File: src/soc_config.svh
`ifndef SOC_CONFIG_SVH
`define SOC_CONFIG_SVH

// ~~~~~~~~~~~~~~~~~~~~~~~~~~~~~~~~~~~~~~
// Address map
// ~~~~~~~~~~~~~~~~~~~~~~~~~~~~~~~~~~~~~~
`define RAM_BASE        32'h0000_0000
`define NUM_BANKS       4
`define BANK_WORDS      256             // 1 KiB per bank.

`define CLINT_BASE      32'h0200_0000
`define CLINT_SIZE      32'h0001_0000

// ~~~~~~~~~~~~~~~~~~~~~~~~~~~~~~~~~~~~~~
// CLINT register offsets
// ~~~~~~~~~~~~~~~~~~~~~~~~~~~~~~~~~~~~~~
`define MSIP_OFS        32'h0000_0000
`define MTIMECMP_LO_OFS 32'h0000_4000
`define MTIMECMP_HI_OFS 32'h0000_4004
`define MTIME_LO_OFS    32'h0000_BFF8
`define MTIME_HI_OFS    32'h0000_BFFC

`endif
File: src/soc_pkg.sv
`default_nettype none

`include "soc_config.svh"

package soc_pkg;

  // Byte address on the memory port.
  typedef logic [31 : 0] addr_t;

  typedef logic [31 : 0] word_t;

  // One strobe per byte lane.
  typedef logic [3 : 0] strb_t;

  // Width of mtime and mtimecmp.
  typedef logic [63 : 0] timer_t;

  typedef logic [$clog2(`NUM_BANKS)-1 : 0] bank_idx_t;  // Bank number.

endpackage

`default_nettype wire

File: src/mem_bus_if.sv
`default_nettype none

`include "soc_config.svh"

interface mem_bus_if;

  logic [0  : 0] valid;
  logic [31 : 0] addr;   // Offset from the region base.
  logic [31 : 0] wdata;
  logic [3  : 0] wstrb;  // All zero means read.
  logic [31 : 0] rdata;
  logic [0  : 0] ready;

  modport request
  (
    output valid,
    output addr,
    output wdata,
    output wstrb
  );

  modport respond
  (
    input  valid,
    input  addr,
    input  wdata,
    input  wstrb,
    output rdata,
    output ready
  );

  modport reply
  (
    input rdata,
    input ready
  );

endinterface

`default_nettype wire

File: src/clint.sv
`default_nettype none

`include "soc_config.svh"

module clint
(
  input wire         clock,
  input wire         rst_n,
  mem_bus_if.respond bus,
  output logic       msip,
  output logic       mtip
);

  soc_pkg::timer_t mtime;
  soc_pkg::timer_t mtimecmp;
  logic            new_req;
  logic            is_write;

  assign new_req  = bus.valid & ~bus.ready;
  assign is_write = |bus.wstrb;

  // ~~~~~~~~~~~~~~~~~~~~~~~~~~~~~~~~~~~~~~
  // Timer and handshake
  // ~~~~~~~~~~~~~~~~~~~~~~~~~~~~~~~~~~~~~~
  always_ff @(posedge clock or negedge rst_n) begin
    if (!rst_n) begin
      mtime     <= '0;
      mtip      <= 1'b0;
      bus.ready <= 1'b0;
    end else begin
      mtime     <= mtime + 1'b1;           // Free running.
      mtip      <= (mtime >= mtimecmp);
      bus.ready <= new_req;
    end
  end

  // ~~~~~~~~~~~~~~~~~~~~~~~~~~~~~~~~~~~~~~
  // Register writes
  // ~~~~~~~~~~~~~~~~~~~~~~~~~~~~~~~~~~~~~~
  always_ff @(posedge clock or negedge rst_n) begin
    if (!rst_n) begin
      mtimecmp <= '1;  // Keeps mtip low.
      msip     <= 1'b0;
    end else if (new_req && is_write) begin
      case (bus.addr)
        `MSIP_OFS: begin
          if (bus.wstrb[0]) begin
            msip <= bus.wdata[0];
          end
        end
        `MTIMECMP_LO_OFS: begin
          for (int b = 0; b < 4; b++) begin
            if (bus.wstrb[b]) begin
              mtimecmp[8*b +: 8] <= bus.wdata[8*b +: 8];
            end
          end
        end
        `MTIMECMP_HI_OFS: begin
          for (int b = 0; b < 4; b++) begin
            if (bus.wstrb[b]) begin
              mtimecmp[32+8*b +: 8] <= bus.wdata[8*b +: 8];
            end
          end
        end
        default: ;  // mtime is read only.
      endcase
    end
  end

  // Read reply, latched on every new request.
  always_ff @(posedge clock) begin
    if (new_req) begin
      case (bus.addr)
        `MSIP_OFS:        bus.rdata <= {31'b0, msip};
        `MTIMECMP_LO_OFS: bus.rdata <= mtimecmp[31 : 0];
        `MTIMECMP_HI_OFS: bus.rdata <= mtimecmp[63 : 32];
        `MTIME_LO_OFS:    bus.rdata <= mtime[31 : 0];
        `MTIME_HI_OFS:    bus.rdata <= mtime[63 : 32];
        default:          bus.rdata <= '0;
      endcase
    end
  end

endmodule

`default_nettype wire

File: src/flat_wrapper.sv
// flat-port wrapper written by rule: the top's interface ports become plain ports
module clint_flat 
  (clock, rst_n, msip, mtip, bus_valid, bus_addr, bus_wdata, bus_wstrb, bus_rdata, bus_ready);
  mem_bus_if bus_i ();
  input wire clock;
  input wire rst_n;
  output logic msip;
  output logic mtip;
  input wire logic [$bits(bus_i.valid)-1:0] bus_valid;
  input wire logic [$bits(bus_i.addr)-1:0] bus_addr;
  input wire logic [$bits(bus_i.wdata)-1:0] bus_wdata;
  input wire logic [$bits(bus_i.wstrb)-1:0] bus_wstrb;
  output wire logic [$bits(bus_i.rdata)-1:0] bus_rdata;
  output wire logic [$bits(bus_i.ready)-1:0] bus_ready;
  assign bus_i.valid = bus_valid;
  assign bus_i.addr = bus_addr;
  assign bus_i.wdata = bus_wdata;
  assign bus_i.wstrb = bus_wstrb;
  assign bus_rdata = bus_i.rdata;
  assign bus_ready = bus_i.ready;
  clint u_core (.clock(clock), .rst_n(rst_n), .bus(bus_i), .msip(msip), .mtip(mtip));
endmodule
File: config.mk
export PLATFORM = sky130hd
export DESIGN_NAME = clint_flat
export DESIGN_NICKNAME = d
export VERILOG_FILES = /design/src/soc_pkg.sv /design/src/mem_bus_if.sv /design/src/clint.sv /design/src/flat_wrapper.sv
export VERILOG_INCLUDE_DIRS = /design/src
export SDC_FILE = /design/constraint.sdc
export NUM_CORES = 1
export LEC_CHECK = 0
export ABC_AREA = 1
export ABC_CLOCK_PERIOD_IN_PS = 3840
export BUFFER_PORTS_ARGS = -buffer_cell sky130_fd_sc_hd__buf_2
export CORE_AREA = 10 10 141 175
export CTS_CLUSTER_DIAMETER = 80
export DETAILED_ROUTE_END_ITERATION = 16
export DIE_AREA = 0 0 151 185
export PLACE_DENSITY = 0.73
export SLEW_MARGIN = 20
export SYNTH_ARGS = -nofsm -noshare
export SYNTH_HDL_FRONTEND = slang
export SYNTH_SLANG_ARGS = --single-unit
File: constraint.sdc
create_clock -name clock -period 3.84 [get_ports clock]
set_clock_uncertainty 0.15 [all_clocks]
set_input_delay 0.576 -clock clock [delete_from_list [all_inputs] [get_ports clock]]
set_output_delay 0.576 -clock clock [all_outputs]
set_load 0.02 [all_outputs]
==> impl_metrics.json <==
{
  "vias_per_cell": 5.56,
  "power_frac_comb": 0.038,
  "path_buf_inv": 1,
  "reg2reg_from": "u_core.mtime[0]$_DFF_PN0_",
  "fin_util": 0.536,
  "synth_xor_area_frac": 0.0470,
  "drc_errors": 0,
  "setup_viol": 0,
  "finalPower_uw": 3590,
  "hp-class": "input pin to asynchronous set/reset pin",
  "setup.worst_path.end_class": "flip-flop",
  "final_cell_mix": "nand2_1, nand3_1, inv_1",
  "fillCellCount": 1981,
  "grt_pass1_vias": 8680,
  "slowest_delay_ps": 420,
  "rr_endpoint": "u_core.mtime[62]$_DFF_PN0_",
  "cts_buffer_depth": 2,
  "path_cells": "ha_1 -> inv_1 -> nor2_4 -> nand2_2 -> nor2_2 -> and2_1 -> nand4_1 -> o21ai_1 -> nand2_1",
  "num_rows": 60,
  "swShare": 0.221,
  "dieWidth_um": 151,
  "rsz0062_at_grt": "false",
  "finalCritPeriodShare": 0.658,
  "core-area_um2": 21300,
  "synthSimpleGateAreaFrac": 0.310,
  "cap_violations": 0,
  "clockRootBuffer": "clkbuf_16",
  "holdBufCountCts": 0,
  "cp_max_fo": 6,
  "rr_worst_depth": 9,
  "antenna_found_initial": 1,
  "die_h_um": 185,
  "maxSlewViolCount": 0,
  "p_sw_uw": 793,
  "syn_area_per_cell_um2": 8.11,
  "ant_nets": 0,
  "drt_iter0_drc": 839,
  "synth-compound-area-share": 0.0565,
  "cts_buffers": 17,
  "cp_data_arrival_time_ps": 2690,
  "cp.required_ps": 4010,
  "yosys.area_share.adder": 0.0808,
  "dieArea_um2": 27900,
  "grt_max_degree": 132,
  "synth_mux_area_frac": 0,
  "track_usage": 0.216,
  "syn_to_final_growth_pct": 13.5,
  "cts_sinks": 163,
  "cellLeakagePower_uw": 0.00564,
  "hold_viol_final": 0,
  "cts_tree": "done",
  "drive_above_1_share": 0.175,
  "cellPowerDensity_nw_per_um2": 314,
  "finalInstanceArea_um2": 11400,
  "vdd_drop_max_uv": 280,
  "yosysUniqueCellTypes": 35,
  "synth_cells": 1241,
  "ys_seq_area_frac": 0.429,
  "postCtsSetupRepairBufs": 0,
  "place.gp.congestion": 0.922,
  "overflow": 0,
  "relSlewSlack": 0.501,
  "status": "finished clean",
  "wire_per_inst_um": 18.3,
  "start_util": 0.472,
  "clock_latency_ps": 440,
  "cts_resized": 0,
  "dr.pass1.iters": 5,
  "netlist_area_um2": 10100,
  "cts-htree-levels": 4,
  "final_common_cell": "nand2_1",
  "r2r_setup_slack_ps": 1310,
  "drt_wl_total_mm": 29.9,
  "grt_pass1_wl_mm": 47.3,
  "place_ws_ps": 1150,
  "yosys_warnings": 0,
  "pin_count": 106,
  "syn-num-nets": 1377,
  "criticalPathCategory": "flip-flop to flip-flop",
  "clkPwrFrac": 0.465,
  "cpLargestDelayFamily": "simple AND/OR/NAND/NOR gates",
  "placed_area_um2": 10900,
  "io_buffers": 105,
  "min_period_ps": 2530,
  "layout_setup_ws_ps": 1310,
  "ys_ff_latch": 163,
  "dp_hpwl_mm": 22.9,
  "via_count": 9078,
  "start_kind": "flip-flop",
  "slowest_stage": "dfrtp_1",
  "cts.clk_slew.worst_paths_ps": 70,
  "seqPwrFrac": 0.497,
  "fmax_mhz": 396,
  "worst_pin_slew_ps": 748,
  "intPower_uw": 2790,
  "synth_top_family_by_area": "simple AND/OR/NAND/NOR gates",
  "nNetsFinal": 1477,
  "fin_setup_tns_ps": 0
}
[power groups by stage]
stage | registers [uW] | logic [uW] | clock network (uW)
after detailed placement | 1810 | 138 | 0
after global routing | 1780 | 150 | 1750
final | 1780 | 135 | 1670
after CTS | 1780 | 139 | 1680
after floorplan | 1830 | 24.0 | 0
after global placement | 1810 | 137 | 0
[sequential cells by signal, summed over array words and instances (netlist names)]
| name | cells |
|---|---|
| u_core.mtime | 64 |
| u_core.bus.ready | 1 |
| u_core.bus.rdata | 32 |
| u_core.mtip | 1 |
| u_core.msip | 1 |
| u_core.mtimecmp | 64 |
[kinds of logic (layout without fill, tap and decap cells)]
kind of cell    count (synthesis)  after routing
compound gates                106            106
xor+xnor                       54             54
fa+ha+maj                      65             65
buf+inv                       190            303
flops                         163            163
other cells                     0              1
simple gates                  663            663
[through the flow]
stage / instances / hold slack [ps]
2_1_floorplan: 1241 / 130
4_1_cts: 1633 / 157
5_1_grt: 1634 / 177
3_5_place_dp: 1601 / 345
6_report: 1634 / 85.0
3_3_place_gp: 1601 / 340
[Yosys cell counts, drive strengths merged]
cell | instances | area share
buf | 10 | 0.0097
nand3b | 5 | 0.0041
and3 | 1 | 0.00062
nand2 | 253 | 0.096
nor2 | 130 | 0.061
nand3 | 164 | 0.082
ha | 65 | 0.081
o21a | 1 | 0.00075
dfrtp | 67 | 0.17
xnor2 | 18 | 0.016
edfxtp | 32 | 0.096
nor3 | 44 | 0.024
xor2 | 36 | 0.031
or2 | 2 | 0.0012
and2 | 2 | 0.0012
nor4 | 3 | 0.0019
clkbuf | 24 | 0.0090
dfstp | 64 | 0.17
a21oi | 27 | 0.013
inv | 156 | 0.058
a21o | 2 | 0.0015
nor3b | 1 | 0.0019
o21ai | 76 | 0.041
nand4 | 58 | 0.036
[routing by layer]
metal  track usage  up-vias  routed length [um]
met5             0        -                   0
met2         0.368      328               14800
met1         0.271     4377               12300
li1              -     4317                   -
met3        0.0327       56                2030
met4        0.0733        0                 838
[how the worst max path moves through the flow]
stage / slack, ps / start / cells past startpoint / endpoint
2_1_floorplan: 1830 / bus_addr[13] / 6 / u_core.bus.rdata[10]$_DFFE_PP_
3_3_place_gp: 1240 / bus_addr[31] / 11 / u_core.mtimecmp[15]$_DFFE_PN1P_
3_5_place_dp: 1150 / bus_addr[21] / 11 / u_core.mtimecmp[9]$_DFFE_PN1P_
4_1_cts: 1370 / u_core.mtime[0]$_DFF_PN0_ / 9 / u_core.mtime[62]$_DFF_PN0_
5_1_grt: 1250 / u_core.mtime[1]$_DFF_PN0_ / 9 / u_core.mtime[62]$_DFF_PN0_
6_report: 1310 / u_core.mtime[0]$_DFF_PN0_ / 9 / u_core.mtime[62]$_DFF_PN0_
[final cells by class]
type                       instances  area (um^2)  share of cell area
multi-input combinational        888         4980               0.436
clock buffer                      22          454              0.0398
sequential                       163         4320               0.378
timing repair buffer             115          616              0.0539
clock inverter                    10          109             0.00953
inverter                         156          586              0.0513
tap                              279          349              0.0306
antenna                            1         2.50            0.000219
(Power assumes the default switching activity.)
